### src/hdl/nocPkg.sv
package nocPkg;

  // Input ports in index order: Local, North, East, West, South.
  localparam int NUM_PORTS = 5;

  typedef logic [2:0] portIdx_t;
  typedef logic [NUM_PORTS-1:0] portMask_t;

  typedef logic [2:0] flitId_t;
  typedef logic [11:0] pktLen_t;
  typedef logic [31:0] payload_t;

  localparam flitId_t FLIT_HEAD = 3'd1;
  localparam flitId_t FLIT_BODY = 3'd2;
  localparam flitId_t FLIT_TAIL = 3'd3;

  // A head flit carries the packet length in the low bits of its payload.
  typedef struct packed {
    flitId_t  id;
    payload_t payload;
  } flit_t;

  // Flit on the output link, tagged with the input port it came from.
  typedef struct packed {
    portIdx_t src;
    flit_t    flit;
  } outFlit_t;

endpackage

### src/hdl/grantQuota.sv
`timescale 1ns/1ps

module grantQuota
  import nocPkg::*;
(
  input  logic    clk,
  input  logic    rst,
  input  logic    granted,
  input  logic    advance,
  input  pktLen_t quota,
  output logic    used
);

  pktLen_t                   count;
  pktLen_t                   effQuota;
  logic [$bits(pktLen_t):0]  countNext;

  // A zero length still lets one flit through.
  assign effQuota  = (quota == '0) ? pktLen_t'(1) : quota;
  assign countNext = {1'b0, count} + advance;

  // Used includes the flit forwarded in this cycle, so the arbiter can
  // hand over the grant at the same edge and no extra flit slips out.
  assign used = (countNext >= {1'b0, effQuota});

  always_ff @(posedge clk)
  begin
    if (rst)
    begin
      count <= '0;
    end
    else if (!granted || used)
    begin
      // A new run starts from zero, even when the same port is granted again.
      count <= '0;
    end
    else if (advance)
    begin
      count <= countNext[$bits(pktLen_t)-1:0];
    end
  end

endmodule

### src/hdl/inputUnit.sv
`timescale 1ns/1ps

module inputUnit
  import nocPkg::*;
#(
  parameter int FIFO_DEPTH = 4
)
(
  input  logic    clk,
  input  logic    rst,
  input  logic    inValid,
  input  flit_t   inFlit,
  output logic    inReady,
  input  logic    pop,
  output logic    req,
  output flit_t   headFlit,
  output pktLen_t quota
);

  localparam int PTR_W = (FIFO_DEPTH > 1) ? $clog2(FIFO_DEPTH) : 1;
  localparam int CNT_W = $clog2(FIFO_DEPTH + 1);

  flit_t mem [FIFO_DEPTH];

  logic [PTR_W-1:0] rdPtr;
  logic [PTR_W-1:0] wrPtr;
  logic [CNT_W-1:0] count;
  logic             full;
  logic             push;

  assign full     = (count == CNT_W'(FIFO_DEPTH));
  assign inReady  = !full;
  assign push     = inValid && inReady;
  assign req      = (count != '0);
  assign headFlit = mem[rdPtr];

  always_ff @(posedge clk)
  begin
    if (push)
    begin
      mem[wrPtr] <= inFlit;
    end
  end

  // Pointers wrap explicitly so the depth need not be a power of two.
  always_ff @(posedge clk)
  begin
    if (rst)
    begin
      rdPtr <= '0;
      wrPtr <= '0;
      count <= '0;
    end
    else
    begin
      if (push)
      begin
        if (wrPtr == PTR_W'(FIFO_DEPTH - 1))
          wrPtr <= '0;
        else
          wrPtr <= wrPtr + 1'b1;
      end
      if (pop)
      begin
        if (rdPtr == PTR_W'(FIFO_DEPTH - 1))
          rdPtr <= '0;
        else
          rdPtr <= rdPtr + 1'b1;
      end
      if (push && !pop)
        count <= count + 1'b1;
      else if (pop && !push)
        count <= count - 1'b1;
    end
  end

  // The quota follows the most recent head flit accepted, not the one at the queue head.
  always_ff @(posedge clk)
  begin
    if (rst)
    begin
      quota <= '0;
    end
    else if (push && inFlit.id == FLIT_HEAD)
    begin
      quota <= inFlit.payload[$bits(pktLen_t)-1:0];
    end
  end

  // The output stage may only drain this queue while it holds a flit.
  popNotEmpty: assert property (@(posedge clk) disable iff (rst) pop |-> req)
    else $error("inputUnit: pop on an empty queue");

endmodule

### src/hdl/outputStage.sv
`timescale 1ns/1ps

module outputStage
  import nocPkg::*;
(
  input  logic      clk,
  input  logic      rst,
  input  portMask_t grant,
  input  portIdx_t  grantIdx,
  input  portMask_t req,
  input  flit_t     headFlit [NUM_PORTS],
  output portMask_t pop,
  output logic      outValid,
  output outFlit_t  outFlit,
  input  logic      outReady
);

  logic regFree;
  logic popOne;

  // The register can take a new flit when it is empty or drained this cycle.
  assign regFree = !outValid || outReady;

  // A grantee whose queue just ran dry keeps the grant for one more cycle.
  assign popOne = regFree && grant[grantIdx] && req[grantIdx];
  assign pop    = grant & {NUM_PORTS{popOne}};

  always_ff @(posedge clk)
  begin
    if (rst)
    begin
      outValid <= 1'b0;
    end
    else if (popOne)
    begin
      outValid <= 1'b1;
    end
    else if (outReady)
    begin
      outValid <= 1'b0;
    end
  end

  always_ff @(posedge clk)
  begin
    if (popOne)
    begin
      outFlit.src  <= grantIdx;
      outFlit.flit <= headFlit[grantIdx];
    end
  end

  // A stalled flit stays on the link until the downstream side accepts it.
  outHold: assert property (@(posedge clk) disable iff (rst)
    (outValid && !outReady) |=> (outValid && $stable(outFlit)))
    else $error("outputStage: output flit changed while stalled");

endmodule

### src/hdl/routerOutputChannel.sv
`timescale 1ns/1ps

module routerOutputChannel
  import nocPkg::*;
#(
  parameter int FIFO_DEPTH = 4
)
(
  input  logic      clk,
  input  logic      rst,
  input  portMask_t inValid,
  input  flit_t     inFlit [NUM_PORTS],
  output portMask_t inReady,
  output logic      outValid,
  output outFlit_t  outFlit,
  input  logic      outReady
);

  portMask_t req;
  portMask_t pop;
  portMask_t grant;
  portIdx_t  grantIdx;
  flit_t     headFlit [NUM_PORTS];
  pktLen_t   quota [NUM_PORTS];

  genvar p;
  generate
    for (p = 0; p < NUM_PORTS; p++)
    begin : genPort
      inputUnit #(
        .FIFO_DEPTH (FIFO_DEPTH)
      ) inputUnit_i (
        .clk      (clk),
        .rst      (rst),
        .inValid  (inValid[p]),
        .inFlit   (inFlit[p]),
        .inReady  (inReady[p]),
        .pop      (pop[p]),
        .req      (req[p]),
        .headFlit (headFlit[p]),
        .quota    (quota[p])
      );
    end
  endgenerate

  switchArbiter switchArbiter_i (
    .clk      (clk),
    .rst      (rst),
    .req      (req),
    .pop      (pop),
    .quota    (quota),
    .grant    (grant),
    .grantIdx (grantIdx)
  );

  outputStage outputStage_i (
    .clk      (clk),
    .rst      (rst),
    .grant    (grant),
    .grantIdx (grantIdx),
    .req      (req),
    .headFlit (headFlit),
    .pop      (pop),
    .outValid (outValid),
    .outFlit  (outFlit),
    .outReady (outReady)
  );

endmodule

### src/hdl/switchArbiter.sv
`timescale 1ns/1ps

module switchArbiter
  import nocPkg::*;
(
  input  logic      clk,
  input  logic      rst,
  input  portMask_t req,
  input  portMask_t pop,
  input  pktLen_t   quota [NUM_PORTS],
  output portMask_t grant,
  output portIdx_t  grantIdx
);

  typedef enum logic {
    idle,
    busy
  } arbState_t;

  arbState_t state;
  arbState_t nextState;
  portIdx_t  nextIdx;
  portIdx_t  startIdx;
  portIdx_t  candIdx;
  portIdx_t  pickIdx;
  portMask_t used;
  logic      found;
  logic      keep;

  function automatic portIdx_t wrapInc(portIdx_t idx);
    if (idx == portIdx_t'(NUM_PORTS - 1))
      return '0;
    return idx + 1'b1;
  endfunction

  genvar i;
  generate
    for (i = 0; i < NUM_PORTS; i++)
    begin : genQuota
      grantQuota grantQuota_i (
        .clk     (clk),
        .rst     (rst),
        .granted (grant[i]),
        .advance (pop[i]),
        .quota   (quota[i]),
        .used    (used[i])
      );
    end
  endgenerate

  // Round-robin search begins just after the current grantee and wraps
  // around to it last; from idle it begins at the Local port.
  always_comb
  begin
    startIdx = (state == busy) ? wrapInc(grantIdx) : '0;
    found    = 1'b0;
    pickIdx  = '0;
    candIdx  = startIdx;
    for (int k = 0; k < NUM_PORTS; k++)
    begin
      if (!found && req[candIdx])
      begin
        found   = 1'b1;
        pickIdx = candIdx;
      end
      candIdx = wrapInc(candIdx);
    end
  end

  always_comb
  begin
    keep = (state == busy) && req[grantIdx] && !used[grantIdx];
    if (keep)
    begin
      nextState = busy;
      nextIdx   = grantIdx;
    end
    else if (found)
    begin
      nextState = busy;
      nextIdx   = pickIdx;
    end
    else
    begin
      nextState = idle;
      nextIdx   = grantIdx;
    end
  end

  always_ff @(posedge clk)
  begin
    if (rst)
    begin
      state    <= idle;
      grantIdx <= '0;
      grant    <= '0;
    end
    else
    begin
      state    <= nextState;
      grantIdx <= nextIdx;
      if (nextState == busy)
        grant <= portMask_t'(1) << nextIdx;
      else
        grant <= '0;
    end
  end

  // A grant is one-hot and only goes to a port that was requesting when it was decided.
  grantOneHot: assert property (@(posedge clk) disable iff (rst)
    $onehot0(grant) && ((grant & $past(req)) == grant))
    else $error("switchArbiter: grant 0x%0h not one-hot or not requested", grant);

endmodule

### config.mk
export PLATFORM = sky130hd
export DESIGN_NAME = routerOutputChannel
export DESIGN_NICKNAME = d
export VERILOG_FILES = /design/src/hdl/nocPkg.sv /design/src/hdl/grantQuota.sv /design/src/hdl/inputUnit.sv /design/src/hdl/outputStage.sv /design/src/hdl/routerOutputChannel.sv /design/src/hdl/switchArbiter.sv
export SDC_FILE = /design/constraint.sdc
export NUM_CORES = 1
export LEC_CHECK = 0
export ABC_AREA = 1
export BUFFER_PORTS_ARGS = -buffer_cell sky130_fd_sc_hd__buf_2
export CORE_MARGIN = 1
export CORE_UTILIZATION = 60
export DETAILED_ROUTE_END_ITERATION = 7
export GPL_ROUTABILITY_DRIVEN = 0
export PLACE_DENSITY = 0.89
export SLEW_MARGIN = 15
export SYNTH_ARGS = -nofsm -noshare
export SYNTH_HDL_FRONTEND = slang
export SYNTH_SLANG_ARGS = --single-unit
### constraint.sdc
create_clock -name clk -period 9.22 [get_ports clk]
set_input_delay 0.461 -clock clk [delete_from_list [all_inputs] [get_ports clk]]
set_output_delay 0.461 -clock clk [all_outputs]
set_load 0.01 [all_outputs]
==> impl_metrics.toml, run 1 <==
[run_status]
outcome = "finished with violations"
violations = "design-rule violations"

[route]
drc_errors = 2
vias_per_cell = 6.352
wl_met3_um = 11580
ant_nets = 0
wl_per_cell_um = 22.87
wirelength_met1_um = 36190
vias = 28680
drt-total-wl_um = 103300
topRoutingLayerUsed = "met5"
drt-initial-drc-count = 4267
firstDrtPassIters = 8
routed-wl-met2_um = 48810

[power_and_ir_drop]
ir_worst_vdd_uv = 169.7
p_leak_nw = 15.84
power_density_nw_per_um2 = 245.3

[timing]
drv_slew = 0
setup_tns_ps = 0
fin_crit_ps = 7369
hold_violations = 0
rsz0062_at_grt = "false"
max-slew-margin-rel = 0.1749
hold_ws_ps = 11.13
clock_skew_ps = 32.86
fin_crit_sh = 0.7993
max_freq_ghz = 0.1357
worst_pin_slew_ps = 1235
setup_violations = 0

[clock_network]
clock_latency_ps = 660
cts_tree = "built"
clock_sinks = 913
post_cts_buffers = 0
cts_resized = 0
path_clk_slew_ps = 60
clock_path_buffers = 3
holdBufCountCts = 1
cts_buffers = 86
cts-root-buf = "clkbuf_16"
cts_max_level = 3

[place]
portBuffers = 226
dp.final_hpwl_um = 64140

[worst_hold_path]
min_path_type = "primary input to register"

[setup_path]
max_stage_delay_ps = 820
crit_path_end_kind = "register"
crit_type = "register to register"
cpMostUsedCell = "nand2_1"
path_max_fanout = 41
cp-start-kind = "register"
arrival_ps = 7960
worst_path_max_delay_cell = "o311ai_0"
critPathRequiredTime_ps = 9810

[die]
fp.dieH_um = 255.7
core.rowCount = 92
coreArea_um2 = 63310
io_pins = 227
start_util = 0.6101
dieArea_um2 = 65400
die_w_um = 255.7

[final_layout]
layout_commonest_cell = "edfxtp_1"
syn_to_final_growth_pct = 12.50
fillers = 3972
final_nets = 3867
drive_gt1_frac = 0.1231
mostFrequentLayoutCells = "edfxtp_1, nor2_1, o21ai_0, nand2_1, buf_2"

[global_route]
gr-total-overflow = 0
grtUsageTotal = 0.3040
grt_max_degree = 93
grt_pass1_wl_um = 152600
grt_pass1_vias = 27160
antenna_found_initial = 32

[synth]
yosys.area_share.simple = 0.1180
synth_compound_area_frac = 0.1294
synthAdderAreaFrac = 0.03758
synthDistinctLibCells = 45
synthCells = 3405
synth_top_family_by_area = "compound AO/OA/AOI/OAI gates"
ys_async_sr_fraction = 0
ys_seq_elements = 913
syn_nets = 3701
ys_warn_count = 0
synthFlopType = "edfxtp_1"
synth.avg_cell_area_um2 = 11.34
synthesis.area_um2 = 38630
synth_xor_area_frac = 0.01020
seq_area_frac_synth = 0.6644
synth-edff-count = 738
synth_mux_area_frac = 0

[flow_run]
drv_cap = 0
==> report_power, final <==
group | total (mW) | switching (mW) | internal (mW) | leakage, nW
logic | 2.15 | 1.54 | 0.614 | 6.29
clock network | 3.57 | 1.54 | 2.03 | 1.36
registers | 4.94 | 0.116 | 4.82 | 8.19
==> worst max-delay path, delay by kind of cell (launching register included) <==
kind | cells | cell delay (ps)
AO/OA/AOI/OAI | 4 | 1310
adder cells (fa/ha/maj) | 3 | 790
XOR/XNOR | 1 | 190
AND/OR/NAND/NOR | 14 | 2170
flip-flops | 1 | 470
buffers and inverters | 7 | 2340
==> cell type report <==
| type | instances | area, µm² | area share |
|---|---|---|---|
| tap | 846 | 1059 | 0.02436 |
| clock inverter | 40 | 493.0 | 0.01134 |
| clock buffer | 116 | 2316 | 0.05330 |
| timing repair buffer | 256 | 1409 | 0.03242 |
| antenna | 30 | 75.07 | 0.001728 |
| multi-input combinational | 2083 | 11560 | 0.2659 |
| inverter | 231 | 868.3 | 0.01998 |
| sequential | 913 | 25680 | 0.5909 |
==> final timing paths <==
check / startpoint / end / slack (ps) / cells after the start
worst max-delay path: switchArbiter_i.grantIdx[1] / switchArbiter_i.grant[1] / 1850 / 29
worst min-delay path: inFlit[123] / genPort[1].inputUnit_i.mem[1][18] / 10 / 1
worst max register to register: switchArbiter_i.grantIdx[1] / switchArbiter_i.grant[1] / 1850 / 29
worst min register to register: register / register / 460 / 2
==> routing by layer <==
metal,GRT usage,vias up
met5,0,-
met4,0.1803,16
met3,0.06120,387
met2,0.4926,2024
met1,0.3804,13630
li1,-,12630
==> state kept, by name, summed over array words and instances, names as in the netlist, named ones only <==
signal and count:
genPort.inputUnit_i.mem 700, genPort.inputUnit_i.quota 60, switchArbiter_i.genQuota.grantQuota_i.count 60, outputStage_i.outFlit 38, genPort.inputUnit_i.count 15, genPort.inputUnit_i.rdPtr 10
genPort.inputUnit_i.wrPtr 10, switchArbiter_i.grant 5, switchArbiter_i.grantIdx 3, outputStage_i.outValid 1, switchArbiter_i.state 1
==> cell usage after synthesis, types with 2 or more instances <==
cell type / number / share of area
fa_1: 5 / 0.0026
xnor2_1: 11 / 0.0025
buf_2: 5 / 0.00065
nand3_1: 91 / 0.012
edfxtp_1: 738 / 0.57
inv_1: 217 / 0.021
xor2_1: 34 / 0.0077
clkinv_1: 4 / 0.00039
o221ai_1: 42 / 0.0095
nand3_2: 3 / 0.00078
nand3b_1: 12 / 0.0023
nand2_4: 9 / 0.0026
buf_4: 5 / 0.00097
o211ai_1: 40 / 0.0078
buf_1: 4 / 0.00039
inv_2: 10 / 0.00097
o211a_1: 5 / 0.0013
a211oi_1: 7 / 0.0014
nor4_1: 17 / 0.0028
nor2_1: 541 / 0.053
a21oi_1: 160 / 0.021
o22ai_1: 70 / 0.011
a22o_1: 35 / 0.0079
ha_1: 108 / 0.035
nand4_1: 32 / 0.0052
a21oi_4: 2 / 0.00084
dfxtp_1: 175 / 0.091
nand2_2: 13 / 0.0021
clkbuf_1: 164 / 0.016
o32ai_1: 70 / 0.016
o21ai_0: 390 / 0.051
nand2_1: 350 / 0.034
a41o_1: 5 / 0.0013
nor3_1: 20 / 0.0026
==> logic make-up (layout without fill, tap and decap cells) <==
logic type | after synthesis | count (layout)
xor+xnor | 45 | 45
simple gates | 1094 | 1094
fa+ha+maj | 113 | 113
compound gates | 831 | 831
other cells | 0 | 30
buf+inv | 409 | 643
flops | 913 | 913
==> through the flow <==
step | setup slack [ps] | total power [mW] | area, µm² | instances | utilization
floorplan | 3885 | 6.329 | 38630 | 3405 | -
global placement | 2478 | 6.942 | 40470 | 4324 | 0.6393
detailed placement | 2251 | 7.034 | 40470 | 4324 | 0.6393
CTS | 2140 | 10.55 | 43290 | 4481 | 0.6838
global route | 1393 | 10.95 | 43430 | 4506 | 0.6860
finish | 1851 | 10.66 | 43450 | 4515 | 0.6864
Note: power is estimated with default switching activity, not from simulation.
==> run 2: changes to the inputs <==
Settings changed: CORE_UTILIZATION 60 to 55, PLACE_DENSITY 0.89 to 0.86.
Clock period 9.22 ns to 6.2 ns, I/O delays scaled along.
==> run 2 against run 1 <==
Effect of this change:
- the flow now finishes without violations
- utilization decreased by 2.8 points
- via count increased by 2.3%
- count of clock-buffer cells in the layout increased by 3
- worst setup slack got worse by 1100 ps
- critical path type unchanged
- largest power group unchanged
- highest routed layer unchanged
==> impl_metrics.toml, run 2 (synthesis results as in run 1) <==
[run_status]
outcome = "finished clean"

[timing]
drv_slew = 0
clock_skew_ps = 26.71
fin_crit_sh = 0.8850
hold_ws_ps = 194.9
setup_violations = 0
fin_crit_ps = 5487
max-slew-margin-rel = 0.1983
max_freq_ghz = 0.1822
hold_violations = 0
worst_pin_slew_ps = 1200
setup_tns_ps = 0
rsz0062_at_grt = "false"

[clock_network]
cts_tree = "built"
clock_sinks = 913
cts_resized = 0
clock_path_buffers = 3
post_cts_buffers = 0
path_clk_slew_ps = 60
holdBufCountCts = 176
clock_latency_ps = 670
cts_buffers = 87
cts-root-buf = "clkbuf_16"
cts_max_level = 3

[die]
core.rowCount = 96
fp.dieH_um = 267.0
dieArea_um2 = 71290
die_w_um = 267.0
start_util = 0.5593
io_pins = 227
coreArea_um2 = 69070

[worst_hold_path]
min-delay-start = "rst"
whs_path_depth = 2
min_path_type = "primary input to register"

[final_layout]
largest_register_ffs = 700
drive_gt1_frac = 0.1228
layout_commonest_cell = "edfxtp_1"
multi_input_area_um2 = 11560
mostFrequentLayoutCells = "edfxtp_1, nor2_1, o21ai_0, nand2_1, buf_2"
top_register = "genPort.inputUnit_i.mem"
fillers = 4468
regArea_um2 = 25670
reg.largest.list = "genPort.inputUnit_i.mem (700), genPort.inputUnit_i.quota (60), switchArbiter_i.genQuota.grantQuota_i.count (60)"
final_nets = 4052
syn_to_final_growth_pct = 17.80

[power_and_ir_drop]
p_total_mw = 16.20
power_density_nw_per_um2 = 356.1
ir_worst_vdd_uv = 255.5
p_leak_nw = 16.72

[setup_path]
cp-start-kind = "register"
crit_type = "register to register"
worstRegToRegCells = 31
cp-endpoint = "switchArbiter_i.grant[1]"
max_stage_delay_ps = 470
worst_path_max_delay_cell = "dfxtp_1"
rrSetupSlack_ps = 710
path_max_fanout = 40
arrival_ps = 6080
reg2reg_from = "switchArbiter_i.grantIdx[2]"
critPathRequiredTime_ps = 6790
r2r_end = "switchArbiter_i.grant[1]"
cpMostUsedCell = "nand2_1"
crit_path_end_kind = "register"
crit_start = "switchArbiter_i.grantIdx[2]"

[route]
ant_nets = 0
vias = 29350
drc_errors = 0
vias_per_cell = 6.149
firstDrtPassIters = 6
wl_per_cell_um = 22.50
drt-total-wl_um = 107400
drt-initial-drc-count = 4182

[flow_run]
drv_cap = 0

[global_route]
antenna_found_initial = 16
grtUsageTotal = 0.2956
grt_pass1_wl_um = 159900
grt_pass1_vias = 28310
gr-total-overflow = 0
grt_max_degree = 75

[place]
dp.final_hpwl_um = 64370
portBuffers = 226
## run 2: cell count changes in the layout (fill, tap and decap cells not counted), moves of 3 or more
| cell | previous run | this run |
|---|---|---|
| clkbuf_1 | 26 | 18 |
| buf_4 | 25 | 36 |
| buf_12 | 4 | 1 |
| dlygate4sd3_1 | 1 | 176 |
| clkbuf_8 | 3 | 9 |
| clkbuf_16 | 87 | 92 |
| diode_2 | 30 | 14 |
## run 2: where the power goes
group / internal, mW / total [mW] / leakage (nW) / switching (mW)
logic: 1.00 / 3.30 / 7.07 / 2.30
registers: 7.17 / 7.33 / 8.19 / 0.163
clock network: 3.21 / 5.58 / 1.46 / 2.36
## run 2: stage by stage
step | setup slack, ps | util | area (µm²) | instances
after floorplan | 864.8 | - | 38630 | 3405
after global placement | 1085 | 0.5888 | 40670 | 4420
after detailed placement | 914.1 | 0.5888 | 40670 | 4420
after CTS | 907.1 | 0.6576 | 45420 | 4757
after global routing | 254.6 | 0.6586 | 45480 | 4767
final | 712.8 | 0.6588 | 45500 | 4773
## run 2: area by class of cell
| cell class | instances | area share |
|---|---|---|
| repair buffers | 440 | 0.07056 |
| multi-input cells | 2083 | 0.2541 |
| clock inverters | 42 | 0.01083 |
| clock buffers | 119 | 0.05481 |
| flip-flops and latches | 913 | 0.5643 |
| well taps | 931 | 0.02560 |
| diodes | 14 | 0.0007700 |
| inverters | 231 | 0.01908 |
## run 2: how the worst min path moves through the flow
stage | to
final | switchArbiter_i.grantIdx[1]
after global routing | switchArbiter_i.grantIdx[1]
after CTS | switchArbiter_i.grantIdx[2]
after detailed placement | register
after global placement | register
after floorplan | switchArbiter_i.state
## run 2: per-layer routing
metal / vias up / track usage / wire length (µm)
met5: - / 0 / 78
met4: 12 / 0.1869 / 6769
met3: 365 / 0.05609 / 10970
met2: 2032 / 0.4816 / 51190
met1: 13980 / 0.3636 / 38380
li1: 12960 / - / -
## run 2: worst max-delay path: cells and delay by family, from the launching register on
family | cells | cell delay, ps
buffers and inverters | 5 | 1190
xor gates and xnor gates | 1 | 210
and+or+nand+nor | 18 | 2200
DFF | 1 | 470
adders and majority gates | 3 | 730
AOI/OAI and AO/OA | 4 | 600
